==> config.mk <==
export PLATFORM = sky130hd
export DESIGN_NAME = eth_tx_mux_top
export DESIGN_NICKNAME = d
export VERILOG_FILES = /design/src/rtl/eth_tx_pkg.sv /design/src/rtl/eth_arbiter.sv /design/src/rtl/frame_queue.sv /design/src/rtl/tx_stream_mux.sv /design/src/rtl/eth_tx_mux_top.sv
export SDC_FILE = /design/constraint.sdc
export NUM_CORES = 1
export LEC_CHECK = 0
export ABC_AREA = 1
export BUFFER_PORTS_ARGS = -buffer_cell sky130_fd_sc_hd__buf_2
export CORE_UTILIZATION = 50
export CTS_BUF_LIST = sky130_fd_sc_hd__clkbuf_2
export DETAILED_ROUTE_END_ITERATION = 8
export PLACE_DENSITY = 0.65
export SETUP_SLACK_MARGIN = 0.15
export SYNTH_ARGS = -nofsm -noshare
export SYNTH_HDL_FRONTEND = slang
export SYNTH_SLANG_ARGS = --single-unit
export TNS_END_PERCENT = 10
==> constraint.sdc <==
create_clock -name clk -period 8.39 [get_ports clk]
set_clock_uncertainty 0.15 [all_clocks]
set_input_delay 0.4195 -clock clk [delete_from_list [all_inputs] [get_ports clk]]
set_output_delay 0.4195 -clock clk [all_outputs]
set_load 0.05 [all_outputs]
==> src/rtl/eth_tx_pkg.sv <==
package eth_tx_pkg;

    // ~~~~~~~~~~~~~~~~~~~~
    // Stream and queue sizing
    // ~~~~~~~~~~~~~~~~~~~~

    localparam int data_w      = 8;        // Byte stream width
    localparam int queue_depth = 64;       // Entries per frame queue
    localparam int queue_aw    = 6;        // Pointer width, depth is 2**queue_aw

    // Counts whole frames held in one queue; a queue full of
    // one-byte frames needs room for queue_depth
    localparam int frame_cnt_w = 7;

    // ~~~~~~~~~~~~~~~~~~~~
    // Line timing
    // ~~~~~~~~~~~~~~~~~~~~

    localparam int ifg_cycles = 3;                        // Idle cycles between frames
    localparam int gap_w      = $clog2(ifg_cycles + 1);   // Gap counter width

    // ~~~~~~~~~~~~~~~~~~~~
    // Arbiter state codes
    // ~~~~~~~~~~~~~~~~~~~~

    localparam int state_w = 2;

    localparam logic [state_w-1:0] st_idle  = 2'b00;   // Line free
    localparam logic [state_w-1:0] st_port0 = 2'b01;   // Port 0 owns the line
    localparam logic [state_w-1:0] st_port1 = 2'b10;   // Port 1 owns the line

endpackage

==> src/rtl/eth_arbiter.sv <==
`timescale 1ns/100ps

module eth_arbiter (
    input  logic clk,
    input  logic rstn,
    input  logic req0,
    input  logic req1,
    input  logic done0,
    input  logic done1,
    output logic sel0,
    output logic sel1
);

    import eth_tx_pkg::*;

    logic [state_w-1:0] state;
    logic [state_w-1:0] next_state;

    // ~~~~~~~~~~~~~~~~~~~~
    // State register
    // ~~~~~~~~~~~~~~~~~~~~

    always_ff @(posedge clk or negedge rstn) begin
        if (!rstn) begin
            state <= st_idle;
        end else begin
            state <= next_state;
        end
    end

    // Grant is held for a whole frame, released only by that port's done
    always_comb begin
        next_state = state;
        case (state)
            st_idle: begin
                if (req0) begin
                    next_state = st_port0;   // Port 0 wins a tie
                end else if (req1) begin
                    next_state = st_port1;
                end
            end
            st_port0: begin
                if (done0) begin
                    next_state = st_idle;
                end
            end
            st_port1: begin
                if (done1) begin
                    next_state = st_idle;
                end
            end
            default: begin
                next_state = st_idle;        // Unused code
            end
        endcase
    end

    // ~~~~~~~~~~~~~~~~~~~~
    // Select outputs
    // ~~~~~~~~~~~~~~~~~~~~

    assign sel0 = (state == st_port0);   // Decoded from the register
    assign sel1 = (state == st_port1);

    // Only one frame owns the line at a time
    a_sel_onehot: assert property (
        @(posedge clk) disable iff (!rstn)
        !(sel0 && sel1)
    );

    // The multiplexer may only finish a frame it was granted
    a_done0_granted: assert property (
        @(posedge clk) disable iff (!rstn)
        done0 |-> sel0
    );

    a_done1_granted: assert property (
        @(posedge clk) disable iff (!rstn)
        done1 |-> sel1
    );

endmodule

==> src/rtl/frame_queue.sv <==
`timescale 1ns/100ps

module frame_queue (
    input  logic                       clk,
    input  logic                       rstn,
    input  logic [eth_tx_pkg::data_w-1:0] in_data,
    input  logic                       in_last,
    input  logic                       in_valid,
    output logic                       in_ready,
    output logic [eth_tx_pkg::data_w-1:0] q_data,
    output logic                       q_last,
    output logic                       q_valid,
    input  logic                       q_ready,
    output logic                       req
);

    import eth_tx_pkg::*;

    localparam logic [queue_aw:0] full_count = (queue_aw + 1)'(queue_depth);

    logic [data_w-1:0]      data_mem [queue_depth];   // Payload bytes
    logic                   last_mem [queue_depth];   // End-of-frame marks
    logic [queue_aw-1:0]    wr_ptr;
    logic [queue_aw-1:0]    rd_ptr;
    logic [queue_aw:0]      count;                    // Bytes stored
    logic [frame_cnt_w-1:0] frame_cnt;                // Complete frames stored
    logic                   wr_en;
    logic                   rd_en;
    logic                   frame_in;
    logic                   frame_out;

    // ~~~~~~~~~~~~~~~~~~~~
    // Handshakes
    // ~~~~~~~~~~~~~~~~~~~~

    assign in_ready  = (count != full_count);   // Low only when full
    assign q_valid   = (count != '0);
    assign wr_en     = in_valid && in_ready;
    assign rd_en     = q_valid && q_ready;
    assign frame_in  = wr_en && in_last;
    assign frame_out = rd_en && q_last;

    // Head entry read straight from the array
    assign q_data = data_mem[rd_ptr];
    assign q_last = last_mem[rd_ptr];

    // ~~~~~~~~~~~~~~~~~~~~
    // Storage
    // ~~~~~~~~~~~~~~~~~~~~

    always_ff @(posedge clk) begin
        if (wr_en) begin
            data_mem[wr_ptr] <= in_data;
            last_mem[wr_ptr] <= in_last;
        end
    end

    always_ff @(posedge clk or negedge rstn) begin
        if (!rstn) begin
            wr_ptr <= '0;
            rd_ptr <= '0;
        end else begin
            if (wr_en) begin
                wr_ptr <= wr_ptr + 1'b1;   // Wraps at depth
            end
            if (rd_en) begin
                rd_ptr <= rd_ptr + 1'b1;
            end
        end
    end

    always_ff @(posedge clk or negedge rstn) begin
        if (!rstn) begin
            count <= '0;
        end else begin
            case ({wr_en, rd_en})
                2'b10:   count <= count + 1'b1;
                2'b01:   count <= count - 1'b1;
                default: count <= count;    // Both or neither
            endcase
        end
    end

    // ~~~~~~~~~~~~~~~~~~~~
    // Frame counter
    // ~~~~~~~~~~~~~~~~~~~~

    always_ff @(posedge clk or negedge rstn) begin
        if (!rstn) begin
            frame_cnt <= '0;
        end else begin
            case ({frame_in, frame_out})
                2'b10:   frame_cnt <= frame_cnt + 1'b1;
                2'b01:   frame_cnt <= frame_cnt - 1'b1;
                default: frame_cnt <= frame_cnt;
            endcase
        end
    end

    assign req = (frame_cnt != '0);   // Ask only with a whole frame inside

    // A write never lands on the unread head entry
    a_no_overflow: assert property (
        @(posedge clk) disable iff (!rstn)
        (wr_en && (count != '0)) |-> (wr_ptr != rd_ptr)
    );

    // A read never takes an entry that was not written
    a_no_underflow: assert property (
        @(posedge clk) disable iff (!rstn)
        rd_en |-> ((wr_ptr != rd_ptr) || (count == full_count))
    );

endmodule

==> src/rtl/tx_stream_mux.sv <==
`timescale 1ns/100ps

module tx_stream_mux (
    input  logic                          clk,
    input  logic                          rstn,
    input  logic                          sel0,
    input  logic                          sel1,
    input  logic [eth_tx_pkg::data_w-1:0] q_data0,
    input  logic [eth_tx_pkg::data_w-1:0] q_data1,
    input  logic                          q_last0,
    input  logic                          q_last1,
    input  logic                          q_valid0,
    input  logic                          q_valid1,
    output logic                          q_ready0,
    output logic                          q_ready1,
    output logic                          done0,
    output logic                          done1,
    output logic [eth_tx_pkg::data_w-1:0] out_data,
    output logic                          out_last,
    output logic                          out_valid,
    output logic                          out_port,
    input  logic                          out_ready
);

    import eth_tx_pkg::*;

    logic [gap_w-1:0] gap_cnt;      // Idle cycles still owed
    logic             gap_clear;
    logic             xfer;
    logic             xfer_last;
    logic             in_frame;     // Between first and last byte
    logic             frame_port;   // Owner of the frame in flight

    assign gap_clear = (gap_cnt == '0);

    // ~~~~~~~~~~~~~~~~~~~~
    // Steering
    // ~~~~~~~~~~~~~~~~~~~~

    assign out_port  = sel1;                          // Stable while a grant lasts
    assign out_data  = sel1 ? q_data1 : q_data0;
    assign out_last  = sel1 ? q_last1 : q_last0;
    assign out_valid = gap_clear && ((sel0 && q_valid0) || (sel1 && q_valid1));

    // Back-pressure goes only to the queue that owns the line
    assign q_ready0 = sel0 && gap_clear && out_ready;
    assign q_ready1 = sel1 && gap_clear && out_ready;

    assign xfer      = out_valid && out_ready;
    assign xfer_last = xfer && out_last;

    assign done0 = xfer_last && sel0;   // One cycle, on the last byte
    assign done1 = xfer_last && sel1;

    // ~~~~~~~~~~~~~~~~~~~~
    // Inter-frame gap
    // ~~~~~~~~~~~~~~~~~~~~

    always_ff @(posedge clk or negedge rstn) begin
        if (!rstn) begin
            gap_cnt <= '0;
        end else if (xfer_last) begin
            gap_cnt <= gap_w'(ifg_cycles);   // Starts at the last-byte edge
        end else if (!gap_clear) begin
            gap_cnt <= gap_cnt - 1'b1;
        end
    end

    // Track the frame in flight for the ownership check
    always_ff @(posedge clk or negedge rstn) begin
        if (!rstn) begin
            in_frame   <= 1'b0;
            frame_port <= 1'b0;
        end else if (xfer) begin
            in_frame   <= !out_last;
            frame_port <= out_port;
        end
    end

    // A frame never changes owner part way through
    a_port_stable: assert property (
        @(posedge clk) disable iff (!rstn)
        (in_frame && out_valid) |-> (out_port == frame_port)
    );

endmodule

==> src/rtl/eth_tx_mux_top.sv <==
`timescale 1ns/100ps

module eth_tx_mux_top (
    input  logic                          clk,
    input  logic                          rstn,
    input  logic [eth_tx_pkg::data_w-1:0] in_data0,
    input  logic [eth_tx_pkg::data_w-1:0] in_data1,
    input  logic                          in_last0,
    input  logic                          in_last1,
    input  logic                          in_valid0,
    input  logic                          in_valid1,
    output logic                          in_ready0,
    output logic                          in_ready1,
    output logic [eth_tx_pkg::data_w-1:0] out_data,
    output logic                          out_last,
    output logic                          out_valid,
    output logic                          out_port,
    input  logic                          out_ready
);

    // ~~~~~~~~~~~~~~~~~~~~
    // Internal wiring
    // ~~~~~~~~~~~~~~~~~~~~

    logic [eth_tx_pkg::data_w-1:0] q_data0;
    logic [eth_tx_pkg::data_w-1:0] q_data1;
    logic                          q_last0;
    logic                          q_last1;
    logic                          q_valid0;
    logic                          q_valid1;
    logic                          q_ready0;
    logic                          q_ready1;
    logic                          req0;
    logic                          req1;
    logic                          sel0;
    logic                          sel1;
    logic                          done0;
    logic                          done1;

    frame_queue u_queue0 (
        .clk      (clk),
        .rstn     (rstn),
        .in_data  (in_data0),
        .in_last  (in_last0),
        .in_valid (in_valid0),
        .in_ready (in_ready0),
        .q_data   (q_data0),
        .q_last   (q_last0),
        .q_valid  (q_valid0),
        .q_ready  (q_ready0),
        .req      (req0)
    );

    frame_queue u_queue1 (
        .clk      (clk),
        .rstn     (rstn),
        .in_data  (in_data1),
        .in_last  (in_last1),
        .in_valid (in_valid1),
        .in_ready (in_ready1),
        .q_data   (q_data1),
        .q_last   (q_last1),
        .q_valid  (q_valid1),
        .q_ready  (q_ready1),
        .req      (req1)
    );

    eth_arbiter u_arbiter (
        .clk   (clk),
        .rstn  (rstn),
        .req0  (req0),
        .req1  (req1),
        .done0 (done0),
        .done1 (done1),
        .sel0  (sel0),
        .sel1  (sel1)
    );

    tx_stream_mux u_mux (
        .clk       (clk),
        .rstn      (rstn),
        .sel0      (sel0),
        .sel1      (sel1),
        .q_data0   (q_data0),
        .q_data1   (q_data1),
        .q_last0   (q_last0),
        .q_last1   (q_last1),
        .q_valid0  (q_valid0),
        .q_valid1  (q_valid1),
        .q_ready0  (q_ready0),
        .q_ready1  (q_ready1),
        .done0     (done0),
        .done1     (done1),
        .out_data  (out_data),
        .out_last  (out_last),
        .out_valid (out_valid),
        .out_port  (out_port),
        .out_ready (out_ready)
    );

endmodule

==> metrics.cfg, run 1 <==
[run_status]
status=finished with violations
failed_checks=design-rule violations

[routing]
vias=32350
wire_per_inst_um=22.34
vias_per_cell=5.796
drtPass1Iterations=8
wl_met2_um=60050
drcViolationCount=4
drt_iter0_drc=3578
top_layer_used=met4
met3_length_um=9745
ant_nets=0
wl_met1_um=51330
drt-total-wl_um=124700

[clocking]
clk_latency_ns=1.50
cts_setup_buffers=0
clockRootBuffer=clkbuf_2
clk_pin_slew_ns=0.12
clk_path_buf_depth=4
cts_tree=built
cts_made_buffers=313
cts.repair.resized=0
clock-sinks=1208
htree_levels=5

[sta]
post-route-min-period_ns=5.918
setup_viol=0
drv_slew=0
hold_viol=0
relSlewSlack_pct=22.39
rsz0062_at_grt=false
min_period_over_period_pct=70.53
fmaxAchievable_mhz=169.0
finalWorstSetupSlack_ns=2.472
tightest_slew_ns=1.160
fin_tns_setup_ns=0

[setup_path]
crit_required_ns=7.82
start_kind=register
r2r_start=u_queue0.rd_ptr[0]$_DFFE_PN0P_
arrival_ns=5.35
path_class=reg2out
endpoint_kind=primary output
rrSetupSlack_ns=3.21
timing.rr.end=u_queue0.frame_cnt[6]$_DFFE_PN0P_
worst-path-max-fanout=117
reg2regPathDepth=20

[final_layout]
area_growth_pct=8.288
num-nets-final=4156
fillers=8106
multi_input_area_mm2=0.01142
regArea_mm2=0.03601
drive_gt1_share_pct=13.36

[hold_path]
holdPathEnd=u_queue0.frame_cnt[6]$_DFFE_PN0P_
hold_class=reg2reg
hold_depth=1
min_from=u_queue0.frame_cnt[6]$_DFFE_PN0P_

[logic_synthesis]
synth_area_mm2=0.04902
synth_compound_area_share_pct=10.53
syn_avg_cell_area_um2=12.56
ys_seq_area_share_pct=73.43
synth_simple_gate_area_share_pct=11.42
ys_warn_count=0
synth_top_area_share_pct=70.57
synth_area_leaders=edfxtp_1 (71%), nor2_1 (5.4%), o21ai_0 (5.4%)
synth_fa_ha_area_share_pct=0.6688
synth_xor_area_share_pct=0.6611
synthMuxAreaShare_pct=0
yosysTopAreaCell=edfxtp_1
synth_nets=3951
synth-seq-cells=1208
synth_top_family_by_area=simple AND/OR/NAND/NOR gates
synth_cell_types=41
synth_cells=3903

[power_and_ir_drop]
ir_drop_v=0.0002403
p_per_area_mw_per_mm2=277.6
p_leak_nw=18.24

[floorplanning]
die_y_um=315.1
num_rows=114
die_w_um=315.1
core_mm2=0.09685
io_pins=36
initial_utilization_pct=50.61
dieArea_mm2=0.09929

[global_route]
overflow=0
grt_use_total_pct=25.11
grt_max_degree=195
grt_pass1_vias=31220
antenna_found_initial=2
grt_first_pass_wirelength_um=187500

[placement]
gp_congestion=0.8461
numPortBuffers=35
place_hpwl_um=68270
dp_slack_ns=3.219

[flow_run]
maxCapViolCount=0

## flip-flops by register name (all words and copies together) (netlist names)
signal,cells
u_queue1.rd_ptr,6
u_queue1.wr_ptr,6
u_queue1.frame_cnt,7
u_queue1.data_mem,512
u_arbiter.state,2
u_mux.gap_cnt,2
u_queue1.count,7
u_queue0.data_mem,512
u_queue0.wr_ptr,6
u_queue1.last_mem,64
u_queue0.rd_ptr,6
u_queue0.frame_cnt,7
u_queue0.count,7
u_queue0.last_mem,64
## layout by cell type, fill, tap and decap left out, drive strengths merged, types with 59 or more instances in the layout
cell,instances
inv,128
clkbuf,447
edfxtp,1152
nand3,201
buf,85
o21ai,559
nor2,711
a21oi,59
o22ai,146
o221ai,110
nand2,390
## final cells by class
cell class	instances	share of cell area (%)
Clock buffer	447	4.215
Multi-Input combinational cell	2331	21.52
Inverter	124	0.9146
Timing Repair Buffer	130	1.933
Tap cell	1276	3.008
Clock inverter	63	0.5563
Antenna cell	2	0.009429
Sequential cell	1208	67.84
## Yosys cell counts
library cell	number
o21ai_0	525
fa_1	2
nor4_2	1
nand4_1	47
nand4_2	1
nor3_2	1
nand3_4	1
or2_2	5
nand2_1	390
inv_1	112
xnor2_1	11
clkinv_1	5
buf_4	31
a31oi_1	3
a21oi_1	59
a21boi_0	1
buf_1	10
inv_4	1
nand3_2	3
o221ai_1	110
o22ai_1	146
and2_1	1
xor2_1	26
o211ai_1	19
buf_2	53
nor2_1	710
edfxtp_1	1152
o31ai_1	2
inv_2	6
o21a_1	1
ha_1	23
nor3_1	5
o21ai_1	34
clkbuf_1	139
nand3_1	197
nor2_2	1
or4_1	1
nor4_1	5
buf_8	2
dfrtp_1	56
buf_6	5
## where the power goes
group	internal, mW	switching (mW)	total, mW	leakage (nW)
logic	0.975	2.85	3.83	5.21
clock network	1.47	2.28	3.74	2.02
registers	6.91	0.254	7.17	11.0
## repair_timing
item,CTS,global route
endpoints found under the setup margin,0,0
endpoints found under the hold margin,1264,0
hold buffers,46,0
## layer usage
metal  vias to the layer above  GRT usage, %
met5                         -             0
met4                         0         10.08
met3                       227         4.815
met2                      1417         40.06
met1                     15840         33.99
li1                      14870             -
## how the worst max path moves through the flow
stage                              startpoint                           endpoint  slack [ns]  cells past startpoint
2_1_floorplan   u_queue0.count[0]$_DFFE_PN0P_  u_queue0.frame_cnt[6]$_DFFE_PN0P_        5.13                     19
3_3_place_gp   u_queue0.rd_ptr[0]$_DFFE_PN0P_  u_queue0.frame_cnt[6]$_DFFE_PN0P_        3.33                     20
3_5_place_dp   u_queue0.rd_ptr[0]$_DFFE_PN0P_  u_queue0.frame_cnt[6]$_DFFE_PN0P_        3.22                     20
4_1_cts        u_queue0.rd_ptr[0]$_DFFE_PN0P_                        out_data[4]        2.49                     11
5_1_grt        u_queue1.rd_ptr[0]$_DFFE_PN0P_                        out_data[4]        2.24                     11
6_report       u_queue1.rd_ptr[0]$_DFFE_PN0P_                        out_data[1]        2.47                     11
## per-stage QoR
stage | instances | area (µm²) | utilization [%] | total power [mW] | hold slack, ns
2_1_floorplan | 3903 | 49020 | - | 9.793 | -0.02609
3_3_place_gp | 5023 | 50070 | 51.70 | 11.00 | 0.3318
3_5_place_dp | 5023 | 50070 | 51.70 | 11.06 | 0.3244
4_1_cts | 5579 | 53080 | 54.80 | 14.78 | 0.2362
5_1_grt | 5581 | 53080 | 54.81 | 15.46 | 0.3110
6_report | 5581 | 53080 | 54.81 | 14.73 | 0.3437
## critical path, cell delays in order (launching register included)
cell and delay (ns):
dfrtp_4 0.69, inv_8 0.51, buf_4 0.69, o21ai_0 0.20, o221ai_1 0.25, nand3_1 0.21, nand3_1 0.24, nand3_1 0.17
nand2_1 0.15, nand2_1 0.15, nand2_1 0.21, buf_2 0.30
## cells by family (layout without fill, tap and decap cells)
logic type      after synthesis  in the layout
xor+xnor                     37             37
other cells                   0              2
flops                      1208           1208
simple gates               1369           1369
buf+inv                     364            764
fa+ha+maj                    25             25
compound gates              900            900
Power figures use the tool's default switching activity.
==> run 2, diff against run 1 <==
ABC_AREA = 0   (was 1)
clock period = 5.7 ns   (was 8.39 ns; I/O delays follow)
==> metrics.cfg, run 2 <==
[final_layout]
drive_gt1_share_pct=34.85
final_cell_mix=edfxtp_1 (1152), clkbuf_2 (442), mux4_2 (349)
final_common_cell=edfxtp_1
final_core_util_pct=56.16
reg_top3=u_queue0.data_mem (512), u_queue1.data_mem (512)
stdcell_area_mm2=0.05273
finalNonFillerCells=3975
num-nets-final=2573
area_growth_pct=10.56

[floorplanning]
die_y_um=310.8
dieArea_mm2=0.09662
die_w_um=310.8
initial_utilization_pct=50.80
core_mm2=0.09389
io_pins=36
num_rows=112

[sta]
hold_viol=0
rsz0062_at_grt=true
hold-worst-slack_ns=0.2361
relSlewSlack_pct=7.636
fin_tns_setup_ns=0
drv_slew=0
fmaxAchievable_mhz=184.6
min_period_over_period_pct=95.01
tightest_slew_ns=1.380
setup_viol=0
finalWorstSetupSlack_ns=0.2842
post-route-min-period_ns=5.416

[routing]
drtPass1Iterations=6
vias=23410
drt-total-wl_um=104500
drcViolationCount=0
drt_iter0_drc=2094
vias_per_cell=5.889
ant_nets=0
wire_per_inst_um=26.28

[logic_synthesis]
synth-seq-cells=1208
synth_top_area_share_pct=72.53
yosysTopAreaCell=edfxtp_1
syn_avg_cell_area_um2=21.64
synth_edf_count=1152
ys_warn_count=0
synth_cell_types=60
synth_cells=2204
synth_area_mm2=0.04769
synthMuxAreaShare_pct=17.64
synth_top_cells_by_count=edfxtp_1 (1152), mux4_2 (349), nor2_1 (155), clkbuf_1 (64), dfrtp_1 (56)
synth_xor_area_share_pct=0.9182
async_flop_share_pct=4.636
synth_simple_gate_area_share_pct=2.579
synth_area_leaders=edfxtp_1 (73%), mux4_2 (16%), dfrtp_1 (2.9%)
ys_seq_area_share_pct=75.47
synth_nets=2252
synth_ff_type=edfxtp_1
yosys.cell_count.top_type=edfxtp_1
synth_top_family_by_area=multiplexers
synth_fa_ha_area_share_pct=0.6873
synth_compound_area_share_pct=1.438

[clocking]
clock-sinks=1208
clk_pin_slew_ns=0.10
clk_path_buf_depth=4
cts_made_buffers=311
clk_latency_ns=1.49
htree_levels=5
clockRootBuffer=clkbuf_2
cts_tree=built

[power_and_ir_drop]
seqPwrFrac_pct=46.1
power_mw=23.29
cell_internal_pwr_mw=15.74
ir_drop_v=0.0002378
p_leak_nw=17.13
p_per_area_mw_per_mm2=441.7
clockPowerShare_pct=24.6
p_comb_share_pct=29.3
swShare_pct=32.43
power.switching_mw=7.553

[global_route]
antenna_found_initial=2
grt_pass1_vias=24530
grt_max_degree=66
grt_first_pass_wirelength_um=156400
overflow=0
grt_use_total_pct=22.00

[setup_path]
r2r_start=u_queue0.rd_ptr[0]$_DFFE_PN0P_
slowest_delay_ns=0.63
slowest_stage=dfrtp_4
crit_required_ns=5.27
crit_top_cell=mux4_2
crit_chain=buf_4, mux4_2, mux4_2, mux2i_1, o22ai_1, a221o_1, buf_2
endpoint_kind=primary output
arrival_ns=4.98
cp-startpoint=u_queue0.rd_ptr[0]$_DFFE_PN0P_
start_kind=register
path_class=reg2out
worst-path-max-fanout=16

[hold_path]
hold_class=in2reg
min_from=in_valid1

[placement]
place_hpwl_um=61260
gp_congestion=0.8330
numPortBuffers=35
dp.cells=3408
dpl-instance-area_mm2=0.04920
dp_slack_ns=0.8208

[flow_run]
maxCapViolCount=0

[run_status]
status=finished, final reports clean

run 2: changes by cell type in the layout (fill, tap and decap cells not counted), moves of 110 or more:
cell	delta
mux4_2	+349
o22ai_1	-134
nor2_1	-555
o221ai_1	-110
o21ai_0	-502
nand3_1	-181
nand2_1	-339
run 2: kinds of logic after synthesis:
family	Yosys count
AOI/OAI and AO/OA	102
and+or+nand+nor	279
xor gates and xnor gates	50
DFF	1208
buffers and inverters	139
adders and majority gates	25
muxes	401
run 2: critical path: cells and delay by family (launching register included):
| family | cells | cell delay [ns] |
|---|---|---|
| DFF | 1 | 0.63 |
| AOI/OAI and AO/OA | 2 | 0.66 |
| buffers and inverters | 2 | 0.63 |
| muxes | 3 | 1.56 |
run 2: power by group through the flow:
stage / Sequential [mW] / Combinational, mW / Clock (mW)
6_report: 10.7 / 6.83 / 5.73
5_1_grt: 10.8 / 7.23 / 6.29
4_1_cts: 10.7 / 6.90 / 5.89
3_5_place_dp: 11.0 / 6.57 / 0
3_3_place_gp: 11.0 / 6.49 / 0
2_1_floorplan: 10.5 / 4.93 / 0
run 2: area by class of cell:
class / instances / area [µm²]
Timing Repair Buffer: 126 / 1271
Tap cell: 1254 / 1569
Multi-Input combinational cell: 857 / 11120
Clock inverter: 66 / 461.7
Antenna cell: 1 / 2.502
Sequential cell: 1208 / 36010
Clock buffer: 442 / 2212
Inverter: 21 / 81.33
Fill cell: 7125 / 41160
run 2: repair_timing:
action                                 in CTS  in global routing
gates cloned                                2                  0
endpoints found under the hold margin    1827                  0
gates resized for setup                    21                  1
pin swaps                                   0                  0
setup endpoints to repair                   8                  8
hold buffers                               53                  0
buffers inserted                            3                  0
run 2: worst paths after layout:
path / endpoint / slack (ns) / depth (start not counted)
max: out_data[2] / 0.28 / 7
min: u_queue1.wr_ptr[1]$_DFFE_PN0P_ / 0.24 / 6
max reg2reg: u_queue0.frame_cnt[6]$_DFFE_PN0P_ / 0.92 / 15
min reg2reg: u_queue1.frame_cnt[6]$_DFFE_PN0P_ / 0.34 / 1
max in group asynchronous: u_queue1.frame_cnt[4]$_DFFE_PN0P_ / 4.64 / 6
min in group asynchronous: u_queue0.wr_ptr[5]$_DFFE_PN0P_ / 0.37 / 6
run 2: metal layers:
| metal | vias to the layer above | share of wire, % | track usage (%) |
|---|---|---|---|
| met5 | - | 0.0096 | 0 |
| met4 | 2 | 2.2 | 7.635 |
| met3 | 174 | 7.5 | 5.372 |
| met2 | 1034 | 49 | 35.22 |
| met1 | 12220 | 41 | 29.74 |
| li1 | 9983 | - | - |
